`config.mk`:
```
export PLATFORM = sky130hd
export DESIGN_NAME = pc_unit
export DESIGN_NICKNAME = d
export VERILOG_FILES = /design/src/rtl/cpu_pkg.sv /design/src/rtl/pc_unit.sv
export SDC_FILE = /design/constraint.sdc
export NUM_CORES = 1
export LEC_CHECK = 0
export ABC_AREA = 1
export BUFFER_PORTS_ARGS = -buffer_cell sky130_fd_sc_hd__buf_2
export CELL_PAD_IN_SITES_DETAIL_PLACEMENT = 0
export CELL_PAD_IN_SITES_GLOBAL_PLACEMENT = 2
export CORE_ASPECT_RATIO = 0.7
export CORE_UTILIZATION = 25
export CTS_BUF_LIST = sky130_fd_sc_hd__clkbuf_2
export CTS_CLUSTER_DIAMETER = 60
export DETAILED_ROUTE_END_ITERATION = 10
export GPL_ROUTABILITY_DRIVEN = 1
export PLACE_DENSITY = 0.85
export SYNTH_ARGS = -nofsm -noshare
export SYNTH_HDL_FRONTEND = slang
export SYNTH_SLANG_ARGS = --single-unit
export TNS_END_PERCENT = 1
```
`constraint.sdc`:
```
create_clock -name i_clk -period 3.67 [get_ports i_clk]
set_input_delay 0.734 -clock i_clk [delete_from_list [all_inputs] [get_ports i_clk]]
set_output_delay 0.734 -clock i_clk [all_outputs]
set_load 0.02 [all_outputs]
```
`src/rtl/cpu_pkg.sv`:
```
package cpu_pkg;

	localparam int XLEN    = 32;	// Data word width
	localparam int REG_AW  = 5;		// Register address width
	localparam int IMM_W   = 16;
	localparam int JADDR_W = 26;	// Jump target width

	localparam logic [REG_AW-1:0] REG_LINK = 5'd31;	// jal writes its return address here

	// Opcodes
	localparam logic [5:0] OP_RTYPE = 6'd0;
	localparam logic [5:0] OP_ADDI  = 6'd1;
	localparam logic [5:0] OP_SUBI  = 6'd2;
	localparam logic [5:0] OP_MULI  = 6'd3;
	localparam logic [5:0] OP_DIVI  = 6'd4;
	localparam logic [5:0] OP_MODI  = 6'd5;
	localparam logic [5:0] OP_ANDI  = 6'd6;
	localparam logic [5:0] OP_ORI   = 6'd7;
	localparam logic [5:0] OP_XORI  = 6'd8;
	localparam logic [5:0] OP_NOT   = 6'd9;
	localparam logic [5:0] OP_LANDI = 6'd10;
	localparam logic [5:0] OP_LORI  = 6'd11;
	localparam logic [5:0] OP_SLLI  = 6'd12;
	localparam logic [5:0] OP_SRLI  = 6'd13;
	localparam logic [5:0] OP_MOV   = 6'd14;
	localparam logic [5:0] OP_LW    = 6'd15;
	localparam logic [5:0] OP_LI    = 6'd16;
	localparam logic [5:0] OP_SW    = 6'd18;
	localparam logic [5:0] OP_IN    = 6'd19;
	localparam logic [5:0] OP_OUT   = 6'd20;
	localparam logic [5:0] OP_JF    = 6'd21;
	localparam logic [5:0] OP_J     = 6'd60;
	localparam logic [5:0] OP_JAL   = 6'd62;
	localparam logic [5:0] OP_HALT  = 6'd63;

	// R-type function field
	localparam logic [5:0] FN_ADD  = 6'd0;
	localparam logic [5:0] FN_SUB  = 6'd1;
	localparam logic [5:0] FN_MUL  = 6'd2;
	localparam logic [5:0] FN_DIV  = 6'd3;
	localparam logic [5:0] FN_MOD  = 6'd4;
	localparam logic [5:0] FN_AND  = 6'd5;
	localparam logic [5:0] FN_OR   = 6'd6;
	localparam logic [5:0] FN_XOR  = 6'd7;
	localparam logic [5:0] FN_LAND = 6'd8;
	localparam logic [5:0] FN_LOR  = 6'd9;
	localparam logic [5:0] FN_SLL  = 6'd10;
	localparam logic [5:0] FN_SRL  = 6'd11;
	localparam logic [5:0] FN_EQ   = 6'd12;
	localparam logic [5:0] FN_NE   = 6'd13;
	localparam logic [5:0] FN_LT   = 6'd14;
	localparam logic [5:0] FN_LET  = 6'd15;
	localparam logic [5:0] FN_GT   = 6'd16;
	localparam logic [5:0] FN_GET  = 6'd17;
	localparam logic [5:0] FN_JR   = 6'd18;

	// ALU operations, bit 4 marks the compares
	localparam logic [4:0] ALU_ADD   = 5'd0;
	localparam logic [4:0] ALU_SUB   = 5'd1;
	localparam logic [4:0] ALU_MUL   = 5'd2;
	localparam logic [4:0] ALU_DIV   = 5'd3;
	localparam logic [4:0] ALU_MOD   = 5'd4;
	localparam logic [4:0] ALU_SLL   = 5'd5;
	localparam logic [4:0] ALU_SRL   = 5'd6;
	localparam logic [4:0] ALU_AND   = 5'd8;
	localparam logic [4:0] ALU_OR    = 5'd9;
	localparam logic [4:0] ALU_XOR   = 5'd10;
	localparam logic [4:0] ALU_NOT   = 5'd11;
	localparam logic [4:0] ALU_LAND  = 5'd12;
	localparam logic [4:0] ALU_LOR   = 5'd13;
	localparam logic [4:0] ALU_PASSA = 5'd14;
	localparam logic [4:0] ALU_PASSB = 5'd15;
	localparam logic [4:0] ALU_EQ    = 5'd16;
	localparam logic [4:0] ALU_NE    = 5'd17;
	localparam logic [4:0] ALU_LT    = 5'd18;
	localparam logic [4:0] ALU_LET   = 5'd19;
	localparam logic [4:0] ALU_GT    = 5'd20;
	localparam logic [4:0] ALU_GET   = 5'd21;

	// Next-PC sources
	localparam logic [1:0] PC_SEQ    = 2'd0;
	localparam logic [1:0] PC_BRANCH = 2'd1;
	localparam logic [1:0] PC_REG    = 2'd2;
	localparam logic [1:0] PC_JUMP   = 2'd3;

	// Write-back sources
	localparam logic [1:0] WB_ALU  = 2'd0;
	localparam logic [1:0] WB_MEM  = 2'd1;
	localparam logic [1:0] WB_IN   = 2'd2;
	localparam logic [1:0] WB_LINK = 2'd3;	// PC plus one

	typedef struct packed {
		logic [5:0]        op;
		logic [REG_AW-1:0] rs;
		logic [REG_AW-1:0] rt;
		logic [REG_AW-1:0] rd;
		logic [4:0]        unused;
		logic [5:0]        fn;
	} r_fields_t;

	typedef struct packed {
		logic [5:0]        op;
		logic [REG_AW-1:0] rs;
		logic [REG_AW-1:0] rt;
		logic [IMM_W-1:0]  imm;
	} i_fields_t;

	typedef struct packed {
		logic [5:0]         op;
		logic [JADDR_W-1:0] target;
	} j_fields_t;

	// One instruction word, three field layouts
	typedef union packed {
		r_fields_t r;
		i_fields_t i;
		j_fields_t j;
	} instr_u;

	typedef struct packed {
		logic       reg_write;
		logic       mem_write;
		logic       is_reg_alu_op;	// b operand from register, else immediate
		logic       is_rt_dest;
		logic       out_write;
		logic       is_halt;
		logic       is_jf;
		logic [1:0] pc_source;
		logic [1:0] wb_select;
		logic [4:0] alu_op;
	} ctrl_t;

endpackage

```
`src/rtl/pc_unit.sv`:
```
`timescale 1ns/1ps

module pc_unit (
	input  logic                        i_clk,
	input  logic                        i_rst,
	input  cpu_pkg::ctrl_t              i_ctrl,
	input  logic                        i_is_false,
	input  logic [cpu_pkg::IMM_W-1:0]   i_imm,
	input  logic [cpu_pkg::JADDR_W-1:0] i_target,
	input  logic [cpu_pkg::XLEN-1:0]    i_reg_target,
	output logic [cpu_pkg::XLEN-1:0]    o_pc,
	output logic                        o_halted
);
	import cpu_pkg::*;

	logic [XLEN-1:0] pc_plus_one;
	logic [XLEN-1:0] next_pc;

	assign pc_plus_one = o_pc + 1'b1;

	always_comb begin
		case (i_ctrl.pc_source)
			PC_BRANCH: next_pc = (i_ctrl.is_jf & i_is_false) ?
				{{(XLEN-IMM_W){1'b0}}, i_imm} : pc_plus_one;	// Absolute word address
			PC_REG:    next_pc = i_reg_target;	// jr
			PC_JUMP:   next_pc = {{(XLEN-JADDR_W){1'b0}}, i_target};
			default:   next_pc = pc_plus_one;
		endcase
	end

	// The halt instruction itself keeps the PC, so o_pc stays on it
	always_ff @(posedge i_clk) begin
		if (i_rst) begin
			o_pc     <= '0;
			o_halted <= 1'b0;
		end else if (!o_halted) begin
			if (i_ctrl.is_halt)
				o_halted <= 1'b1;
			else
				o_pc <= next_pc;
		end
	end

endmodule

```
After elaboration in Yosys (flattened, before gate mapping)
Index checks and enable logic that the tools add are counted.
{"block": "classes", "eq_ne": 3, "n_lt_le_gt_ge": 0, "n_div": 0, "muxes": 4, "reduce_logical": 1, "addsub": 1, "shift": 0, "n_bitwise": 3, "mul": 0}
{"operator": "$pmux W32 S3", "n": 1}
{"operator": "$add A32 B1 Y32 const B", "n": 1}
{"operator": "$mux W32", "n": 1}
{"operator": "$eq A2 B2 Y1 const B", "n": 2}
{"operator": "$eq A2 B1 Y1 const B", "n": 1}
{"operator": "$mux W1", "n": 2}
{"operator": "$not A1 Y1", "n": 2}
{"operator": "$reduce_and A2 Y1", "n": 1}
{"operator": "$and A1 B1 Y1", "n": 1}
{"block": "totals", "latchBits": 0, "rom_bits": 0, "register_bits": 33, "wordCells": 14, "ramBits": 0, "n_memories": 0}

Logic depth before layout (Yosys ltp)
Gate-level depths: netlist of run 1.
{"block": "depth", "word_depth": 3, "mapped_depth": 11}

Worst setup path before layout of run 1
No wires, ideal clock.
{"block": "synth_timing", "kind": "input to register", "startpoint": "in i_ctrl[10] (netlist name)", "endpoint": "reg o_pc[22] (netlist name)", "setup_ns": 0.125, "setup_slack_ns": 1.980, "t_arrival_ns": 1.565, "stages": 5, "path_cell_list": "nor2_2 > inv_1 > clkbuf_1 > a221oi_1 > a21oi_2"}
{"block": "synth_via", "elab_chain_len": 2}
{"element": "start: declaration", "line_no": "pc_unit.sv:6", "text": "input cpu_pkg::ctrl_t i_ctrl,"}
{"element": "$not A1 Y1 (no line)"}
{"element": "$reduce_and A2 Y1 (no line)"}
{"element": "end signal: assignment", "line_no": "pc_unit.sv:40", "text": "o_pc <= next_pc;"}
{"element": "end: declaration", "line_no": "pc_unit.sv:11", "text": "output logic [cpu_pkg::XLEN-1:0] o_pc,"}
No other way between the ends.
A chain may end at the register's enable or synchronous reset.

Worst setup path in the final report of run 1
{"block": "layout_timing", "startpoint": "reg o_pc[0] (netlist name)", "endpoint": "reg o_pc[4] (netlist name)"}
{"block": "layout_via", "elab_chain_len": 3}
{"element": "$add A32 B1 Y32 (*)", "line_no": "pc_unit.sv:19", "text": "assign pc_plus_one = o_pc + 1'b1;"}
{"element": "$mux W32", "line_no": "pc_unit.sv:23", "text": "PC_BRANCH: next_pc = (i_ctrl.is_jf & i_is_false) ?"}
{"element": "$pmux W32 S3 (*)", "line_no": "pc_unit.sv:22", "text": "case (i_ctrl.pc_source)"}
Every way passes the cells marked *; elsewhere a longest branch is shown, timed or not.

==> metrics.md, run 1 <==
| Metric | Value |
|---|---|
| Fillers | 1,203 |
| Buf+Inv Stages, Crit Path | 0 |
| Rel. slew slack | 39.9% |
| Clk sinks | 33 |
| Die ar. | 11,400 um2 |
| Final Net Count | 682 |
| Top FF cell, synth | dfxtp_1 |
| Slowest stage cell, crit path | dfxtp_1 |
| Startpoint Class | flop |
| Avg WL per Cell | 14.0 um |
| Critical-path cell list | ha_1 > nand2_2 > o21ai_0 > nand2_1 > nand2_1 > o21ai_0 > nand3_1 > o21ai_0 |
| Area Overhead vs Synth | 27.6% |
| Synth Instances | 478 |
| Share of layout cells above drive strength 1 | 25.8% |
| Largest net degree at the start of global routing | 26 |
| Syn nets | 572 |
| Max Slew Vio Count | 0 |
| Vias per cell | 4.61 |
| Status | complete, no violations |
| Maximum operating frequency | 0.492 GHz |
| Yosys top cell by area | nand2_1 |
| Unrepaired setup endpoints after global routing | false |
| Pre-CTS setup slack | 1250 ps |
| Most common cell after layout, fill and taps aside | nand2_1 |
| Fin crit period | 2030 ps |
| Via count | 3,402 |
| Crit path kind | reg2reg |
| Synth async-reset ratio | 0% |
| GR Overflow Total | 0 |
| # Post-CTS Setup Buffers | 0 |
| RR Startpoint | o_pc[0]$_SDFFE_PP0P_ |
| Root Buffer | clkbuf_2 |
| Netlist Area Pre-Place | 2740 um2 |
| Critical path endpoint category | flop |
| Post-synth EDFFs | 0 |
| Flop-to-flop setup slack | 1640 ps |
| PostCTS Resize Cnt | 0 |
| GP Congestion | 0.873 |
| TritonCTS Buffers | 5 |
| Fin crit share | 55.4% |
| Initial Utilization | 26.1% |
| Min Hold Slack | 581 ps |
| Io pins | 126 |
| Count of buffers from port buffering | 113 |
| Cell family with most CP delay | compound AO/OA/AOI/OAI gates |
| Maxcap violations | 0 |
| Site row count | 31 |
| Final Hold Fails | 0 |
| Clock Latency Late Sink | 380 ps |
| Final WL | 10.4 mm |
| Syn avg cell area | 5.73 um2 |
| Post-DRT Antenna Nets | 0 |
| Drt pass-1 iters | 4 |
| Die Ht | 89.6 um |
| Synth top area share | 25.6% |
| Crit-path max cell delay | 600 ps |
| Iter 0 DRT Violations | 165 |
| Initial antenna violation count | 1 |
| CP Data Arrival Time | 2330 ps |
| Reg-to-reg critical path endpoint | o_pc[4]$_SDFFE_PP0P_ |
| Reg clk slew, reported paths | 200 ps |
| Pwr dens | 245 nW/um2 |
| Setup skew after layout | 24.7 ps |
| Peak supply drop | 0.111 mV |
| Reg2reg path depth | 8 |
| Worst setup margin | 1640 ps |
| WP depth | 8 |
| Vias in the first global route | 3,157 |
| H-tree Lvls | 2 |
| Global-route wire length before repair | 16.5 mm |
| Most frequent CP cell | o21ai_0 |
| Synth cell types | 27 |
| Seq/Total Area, Yosys | 24.1% |
| Max clock buf depth | 2 |
| Worst setup path start | o_pc[0]$_SDFFE_PP0P_ |
| Area contributors post-synth | nand2_1 (26%), dfxtp_1 (24%), nor2_1 (6.9%) |
| Most frequent cells in the layout | nand2_1 (187), buf_2 (113), nor2_1 (50) |
| Worst hold-check path type | reg2reg |
| Aggregate global-route resource usage | 18.8% |
| Remaining DRCs | 0 |
| Cts hold-fix bufs | 0 |
| Syn. warnings | 0 |
| Leakage | 1.64 nW |
| CTS tree | done |
| Worst Path Required | 3960 ps |
| Setup TNS | 0 ps |
| Tightest Pin Transition | 902 ps |
| Setup Viol. Count Final | 0 |
| HPWL Detailed | 8.21 mm |
| Critical path destination | o_pc[4]$_SDFFE_PP0P_ |
| Synthesized flop and latch total | 33 |
| DIE WIDTH | 127 um |
| Largest fanout on the critical path | 8 |
| Core area | 10,500 um2 |
-- layout make-up --
| class | instances | area [um2] | share of cell area [%] |
|---|---|---|---|
| Tap cell | 148 | 185 | 5.30 |
| Antenna cell | 1 | 2.50 | 0.0716 |
| Clock buffer | 8 | 40.0 | 1.15 |
| Inverter | 37 | 139 | 3.97 |
| Sequential cell | 33 | 661 | 18.9 |
| Timing Repair Buffer | 118 | 603 | 17.3 |
| Multi-Input combinational cell | 393 | 1870 | 53.4 |
-- how the worst min path moves through the flow --
stage	start	endpoint	slack, ps	depth (start not counted)
2_1_floorplan	o_pc[11]$_SDFFE_PP0P_	o_pc[11]$_SDFFE_PP0P_	570	2
3_5_place_dp	o_pc[13]$_SDFFE_PP0P_	o_pc[13]$_SDFFE_PP0P_	550	2
3_3_place_gp	o_pc[12]$_SDFFE_PP0P_	o_pc[12]$_SDFFE_PP0P_	540	2
6_report	o_pc[11]$_SDFFE_PP0P_	o_pc[11]$_SDFFE_PP0P_	580	2
5_1_grt	o_pc[13]$_SDFFE_PP0P_	o_pc[13]$_SDFFE_PP0P_	600	2
4_1_cts	o_pc[13]$_SDFFE_PP0P_	o_pc[13]$_SDFFE_PP0P_	580	2
-- logic make-up after synthesis --
family | count (synthesis) | share of synthesized area (%)
AND/OR/NAND/NOR | 314 | 50.7
AO/OA/AOI/OAI | 74 | 15.5
buffers and inverters | 52 | 7.90
flip-flops | 33 | 24.1
XOR/XNOR | 4 | 1.28
adder cells (fa/ha/maj) | 1 | 0.457
-- synth_stat cells (all sizes together), types with 2 or more instances --
cell type / instances
nand2: 195
nor2: 63
inv: 37
o21ai: 34
dfxtp: 33
nand3: 32
a21oi: 26
nand4: 12
a221oi: 9
nand3b: 9
clkbuf: 8
buf: 7
a22o: 4
xor2: 4
nor3: 2
-- flip-flops by register name (all words and copies together) (netlist names) --
signal and count:
o_halted 1, o_pc 32
-- worst register-to-register path, delay by kind of cell, from the launching register on --
family,cells,cell delay (ps)
DFF,1,600
AOI/OAI and AO/OA,3,620
and+or+nand+nor,4,420
adders and majority gates,1,310
-- layer usage --
metal / wire [um] / vias up / share of wire, % / global-route usage, %
met4: 21 / 0 / 0.20 / 2.27
li1: - / 1780 / - / -
met3: 572 / 2 / 5.5 / 3.50
met2: 4170 / 86 / 40 / 29.0
met1: 5600 / 1534 / 54 / 27.8
met5: 0 / - / 0 / 0
-- through the flow --
| stage | total power (W) | cells | util [%] | instance area, um2 |
|---|---|---|---|---|
| floorplan | 0.000563 | 478 | - | 2740 |
| global placement | 0.000671 | 729 | 32.9 | 3450 |
| detailed placement | 0.000676 | 729 | 32.9 | 3450 |
| CTS | 0.000869 | 737 | 33.2 | 3490 |
| global route | 0.000920 | 738 | 33.3 | 3500 |
| finish | 0.000857 | 738 | 33.3 | 3500 |
-- power by group --
part	internal, W	switching (W)
Sequential	0.000384	0.0000420
Clock	0.0000563	0.000134
Combinational	0.0000958	0.000145
No activity file was read; power rests on OpenSTA's default activity.
==> run 2, diff against run 1 <==
- ABC_AREA: 1 -> 0
- PLACE_DENSITY: 0.85 -> 0.8
- clock period: 3.67 -> 1.95 ns (I/O delays scaled with it)
==> run 2 against run 1 <==
  * Sequential cell count unchanged
  * Sequential power increased by 80%
  * Synthesized cell count down 32%
  * Area after synthesis decreased by 8.9%
  * First-iteration DRC count increased by 9.7%
  * Critical path depth decreased by 3
  * Clock power increased by 91%
  * Final cell count down 20%
  * Die area down 8.7%
  * Largest cell class unchanged
==> metrics.md, run 2 <==
| Metric | Value |
|---|---|
| Clk sinks | 33 |
| Syn. warnings | 0 |
| Unrepaired setup endpoints after global routing | false |
| Status | complete, no violations |
| TritonCTS Buffers | 5 |
| Synth Instances | 323 |
| Biggest regs | o_pc (32), o_halted (1) |
| Leakage | 1.56 nW |
| Remaining DRCs | 0 |
| Drt pass-1 iters | 4 |
| Reg-to-reg critical path endpoint | o_pc[14]$_SDFFE_PP0P_ |
| Setup TNS | 0 ps |
| Max clock buf depth | 2 |
| Area contributors post-synth | dfxtp_1 (26%), mux2i_1 (8.4%), nand2_1 (6.0%) |
| Avg WL per Cell | 16.6 um |
| Count of buffers from port buffering | 113 |
| Iter 0 DRT Violations | 181 |
| Critical path endpoint category | flop |
| Initial Utilization | 25.8% |
| Worst hold-check path type | in2reg |
| H-tree Lvls | 2 |
| Max reg flops | 32 |
| Clock Latency Late Sink | 410 ps |
| Yosys top cell by area | dfxtp_1 |
| Startpoint of the worst hold path | i_reg_target[29] |
| Largest Register | o_pc |
| Crit path kind | reg2reg |
| Initial antenna violation count | 0 |
| Synth top area share | 26.5% |
| Io pins | 126 |
| Final instance area | 3510 um2 |
| Area Overhead vs Synth | 40.5% |
| Seq/Total Area, Yosys | 26.5% |
| Final Hold Fails | 0 |
| Synth async-reset ratio | 0% |
| Worst Path Required | 2270 ps |
| Syn avg cell area | 7.73 um2 |
| Synthesized flop and latch total | 33 |
| Largest fanout on the critical path | 7 |
| Share of layout cells above drive strength 1 | 39.2% |
| Post-synth EDFFs | 0 |
| Reg area | 666 um2 |
| Peak supply drop | 0.208 mV |
| Final core utilization | 36.2% |
| Via count | 3,031 |
| Largest net degree at the start of global routing | 21 |
| Flop-to-flop setup slack | 130 ps |
| Final WL | 9.77 mm |
| Fin crit period | 1820 ps |
| Startpoint Class | flop |
| Die Ht | 85.6 um |
| Maximum operating frequency | 0.548 GHz |
| Syn nets | 417 |
| RR Startpoint | o_pc[2]$_SDFFE_PP0P_ |
| Rel. slew slack | 74.0% |
| GR Overflow Total | 0 |
| Final Net Count | 555 |
| Placed cell area | 3460 um2 |
| Most frequent cells in the layout | buf_2 (113), nand2_1 (40), buf_4 (37) |
| Count leader, synth | nand2_1 |
| Most common cell after layout, fill and taps aside | buf_2 |
| Vias per cell | 5.14 |
| Fin crit share | 93.6% |
| GP Congestion | 0.818 |
| Total power | 0.00166 W |
| Top FF cell, synth | dfxtp_1 |
| Global-route wire length before repair | 15.5 mm |
| Maxcap violations | 0 |
| Reg2reg path depth | 5 |
| Min Hold Slack | 206 ps |
| Site row count | 30 |
| Multi-input logic area | 1730 um2 |
| CTS tree | done |
| Antenna cells | 0 |
| Setup skew after layout | 32.1 ps |
| CP Data Arrival Time | 2150 ps |
| WHS Path Cells | 3 |
| Vias in the first global route | 2,908 |
| Core area | 9680 um2 |
| Tightest Pin Transition | 386 ps |
| Max Slew Vio Count | 0 |
| Reg clk slew, reported paths | 210 ps |
| Die ar. | 10,400 um2 |
| Aggregate global-route resource usage | 19.2% |
| Synth cell types | 55 |
| Post-synth top cells | nand2_1 (40), dfxtp_1 (33), a21oi_1 (23) |
| Critical path destination | o_pc[14]$_SDFFE_PP0P_ |
| Netlist Area Pre-Place | 2500 um2 |
| Post-DRT Antenna Nets | 0 |
| Pwr dens | 474 nW/um2 |
| HPWL Detailed | 7.64 mm |
| Root Buffer | clkbuf_2 |
| Fillers | 1,042 |
| Setup Viol. Count Final | 0 |
| Worst setup path start | o_pc[2]$_SDFFE_PP0P_ |
| DIE WIDTH | 121 um |
## run 2: cell count changes in the layout (fill, tap and decap cells not counted), moves of 9 or more
| cell | delta |
|---|---|
| inv_1 | -29 |
| nand3_1 | -16 |
| nand2_1 | -147 |
| nand3b_1 | -9 |
| o21ai_1 | +19 |
| o21ai_0 | -25 |
| nor2_1 | -29 |
| mux2i_1 | +21 |
| buf_4 | +32 |
## run 2: logic make-up after synthesis
kind of cell / share of synthesized area (%)
AND/OR/NAND/NOR: 26.8
AO/OA/AOI/OAI: 27.5
flip-flops: 26.5
multiplexers: 13.4
buffers and inverters: 4.36
XOR/XNOR: 1.05
adder cells (fa/ha/maj): 0.501
## run 2: cell type report
class / instances / area share, %
Clock buffer: 6 / 0.857
Tap cell: 128 / 4.57
Multi-Input combinational cell: 263 / 49.5
Sequential cell: 33 / 19.0
Inverter: 6 / 0.642
Clock inverter: 2 / 0.286
Timing Repair Buffer: 152 / 25.2
## run 2: critical path, stage by stage (launching register included)
cell      delay [ps]
dfxtp_1          500
and4_1           290
nand4_1          230
nand2b_1         240
or3_1            320
a31oi_1          170
## run 2: metrics by stage
step           instances  setup WS, ps
2_1_floorplan        323          39.2
6_report             590           125
3_5_place_dp         582          81.9
5_1_grt              590          9.78
4_1_cts              590          61.6
3_3_place_gp         582           104
## run 2: power breakdown
part	internal (W)	total, W	switching (W)
sequential	0.000717	0.000767	0.0000496
clock	0.0000901	0.000363	0.000273
combinational	0.000236	0.000532	0.000296
## run 2: timing repair
| item | 4_1_cts | 5_1_grt |
|---|---|---|
| endpoints found under the setup margin | 0 | 5 |
| gates resized for setup | 0 | 3 |
| setup buffers | 0 | 0 |
| hold buffers | 0 | 0 |
## run 2: layer usage
layer / wire length, um / vias up / GRT usage, %
li1: - / 1526 / -
met1: 5010 / 1377 / 29.1
met2: 3820 / 121 / 27.3
met3: 890 / 7 / 4.32
met4: 55 / 0 / 3.59
met5: 0 / - / 0
## run 2: worst min-delay path by stage
stage	end	slack [ps]
finish	o_pc[29]$_SDFFE_PP0P_	210
global route	o_pc[29]$_SDFFE_PP0P_	170
CTS	o_pc[27]$_SDFFE_PP0P_	190
detailed placement	o_pc[13]$_SDFFE_PP0P_	530
global placement	o_pc[26]$_SDFFE_PP0P_	520
floorplan	o_pc[27]$_SDFFE_PP0P_	530
==> run 3, diff against run 2 <==
- RECOVER_POWER: unset -> 25
==> run 3 against run 2 <==
  * Clock-buffer cell count is the same
  * Non-clock buffer count is the same
  * Routed wire length shrank 0.42%
  * Critical endpoint unchanged
  * Largest power group unchanged
==> metrics.md, run 3 (synthesis gave the netlist of run 2 again) <==
| Metric | Value |
|---|---|
| Status | complete, no violations |
| Area Overhead vs Synth | 39.9% |
| Final Net Count | 555 |
| Remaining DRCs | 0 |
| Logic gate share of total power | 31.9% |
| Leakage | 1.53 nW |
| Worst hold-check path type | in2reg |
| P_int | 0.00104 W |
| Most common cell after layout, fill and taps aside | buf_2 |
| GR Overflow Total | 0 |
| CP Data Arrival Time | 2140 ps |
| Total power | 0.00165 W |
| Vias per cell | 5.13 |
| Largest Register | o_pc |
| Vias in the first global route | 2,908 |
| H-tree Lvls | 2 |
| Via count | 3,027 |
| Most frequent cells in the layout | buf_2 (105), nand2_1 (40), buf_4 (36) |
| Share of layout cells above drive strength 1 | 37.2% |
| Count of buffers from port buffering | 113 |
| Maxcap violations | 0 |
| Unrepaired setup endpoints after global routing | false |
| Pwr dens | 473 nW/um2 |
| Aggregate global-route resource usage | 19.2% |
| TritonCTS Buffers | 5 |
| Startpoint Class | flop |
| Rel. slew slack | 55.5% |
| Switching share of power | 37.1% |
| Post-DRT Antenna Nets | 0 |
| Setup Viol. Count Final | 0 |
| Global-route wire length before repair | 15.5 mm |
| Die ar. | 10,400 um2 |
| Avg WL per Cell | 16.5 um |
| Initial Utilization | 25.8% |
| Maximum operating frequency | 0.548 GHz |
| Largest net degree at the start of global routing | 21 |
| Clock Latency Late Sink | 400 ps |
| # Post-CTS Setup Buffers | 0 |
| Die Ht | 85.6 um |
| Antenna cells | 0 |
| Largest fanout on the critical path | 7 |
| Max reg flops | 32 |
| Biggest regs | o_pc (32), o_halted (1) |
| Tightest Pin Transition | 668 ps |
| DIE WIDTH | 121 um |
| Iter 0 DRT Violations | 172 |
| PostCTS Resize Cnt | 0 |
| HPWL Detailed | 7.64 mm |
| Io pins | 126 |
| Worst Path Required | 2270 ps |
| Drt pass-1 iters | 4 |
| CTS tree | done |
| Fin crit period | 1830 ps |
| Initial antenna violation count | 0 |
| Critical path endpoint category | flop |
| Psw | 0.000614 W |
| Core area | 9680 um2 |
| Fin crit share | 93.6% |
| Max Slew Vio Count | 0 |
| Root Buffer | clkbuf_2 |
| Final Hold Fails | 0 |
| Setup skew after layout | 28.6 ps |
| Max clock buf depth | 2 |
| Peak supply drop | 0.209 mV |
| Site row count | 30 |
| Clk sinks | 33 |
| Cts hold-fix bufs | 0 |
| Crit path kind | reg2reg |
| Setup TNS | 0 ps |
| Reg clk slew, reported paths | 210 ps |
| Reg power frac | 46.4% |
| GP Congestion | 0.818 |
| Clock share of power | 21.7% |
| Final WL | 9.73 mm |
[run 3: layout make-up]
class,instances,area (um2)
inverter,6,22.5
fill,1046,6190
multi-input combinational,263,1730
clock buffer,6,30.0
timing repair buffer,152,871
sequential,33,666
tap,128,160
clock inverter,2,10.0
[run 3: metrics by stage]
step	setup WS, ps	util (%)	area (um2)	hold slack (ps)	std cells
floorplan	39.2	-	2500	534	323
global placement	104	35.7	3460	518	582
detailed placement	81.9	35.7	3460	532	582
CTS	61.6	36.1	3500	189	590
global route	9.78	36.1	3490	172	590
finish	125	36.1	3490	212	590
[run 3: critical path: stages, from the launching register on]
cell	delay, ps
dfxtp_1	500
and4_1	310
nand4_1	230
nand2b_1	240
or3_1	320
a31oi_1	170
[run 3: routing by layer]
metal | GRT usage (%) | up-vias | part of all wire (%)
met5 | 0 | - | 0
met4 | 3.59 | 0 | 0.57
met3 | 4.32 | 7 | 8.5
met2 | 27.3 | 115 | 40
met1 | 29.1 | 1378 | 51
li1 | - | 1527 | -
[run 3: path summary, 6_finish.rpt]
kind,start,endpoint,slack (ps),depth (start not counted)
hold / removal,i_reg_target[27],o_pc[27]$_SDFFE_PP0P_,210,3
hold reg to reg,o_pc[17]$_SDFFE_PP0P_,o_pc[17]$_SDFFE_PP0P_,540,2
setup reg to reg,o_pc[3]$_SDFFE_PP0P_,o_pc[14]$_SDFFE_PP0P_,120,5
setup / recovery,o_pc[3]$_SDFFE_PP0P_,o_pc[14]$_SDFFE_PP0P_,120,5
[run 3: power groups by stage]
stage	clock network [W]	logic [W]	registers, W
after floorplan	0	0.000221	0.000829
after global placement	0	0.000524	0.000777
after detailed placement	0	0.000530	0.000779
after CTS	0.000373	0.000532	0.000766
after global routing	0.000409	0.000581	0.000776
final	0.000359	0.000527	0.000767
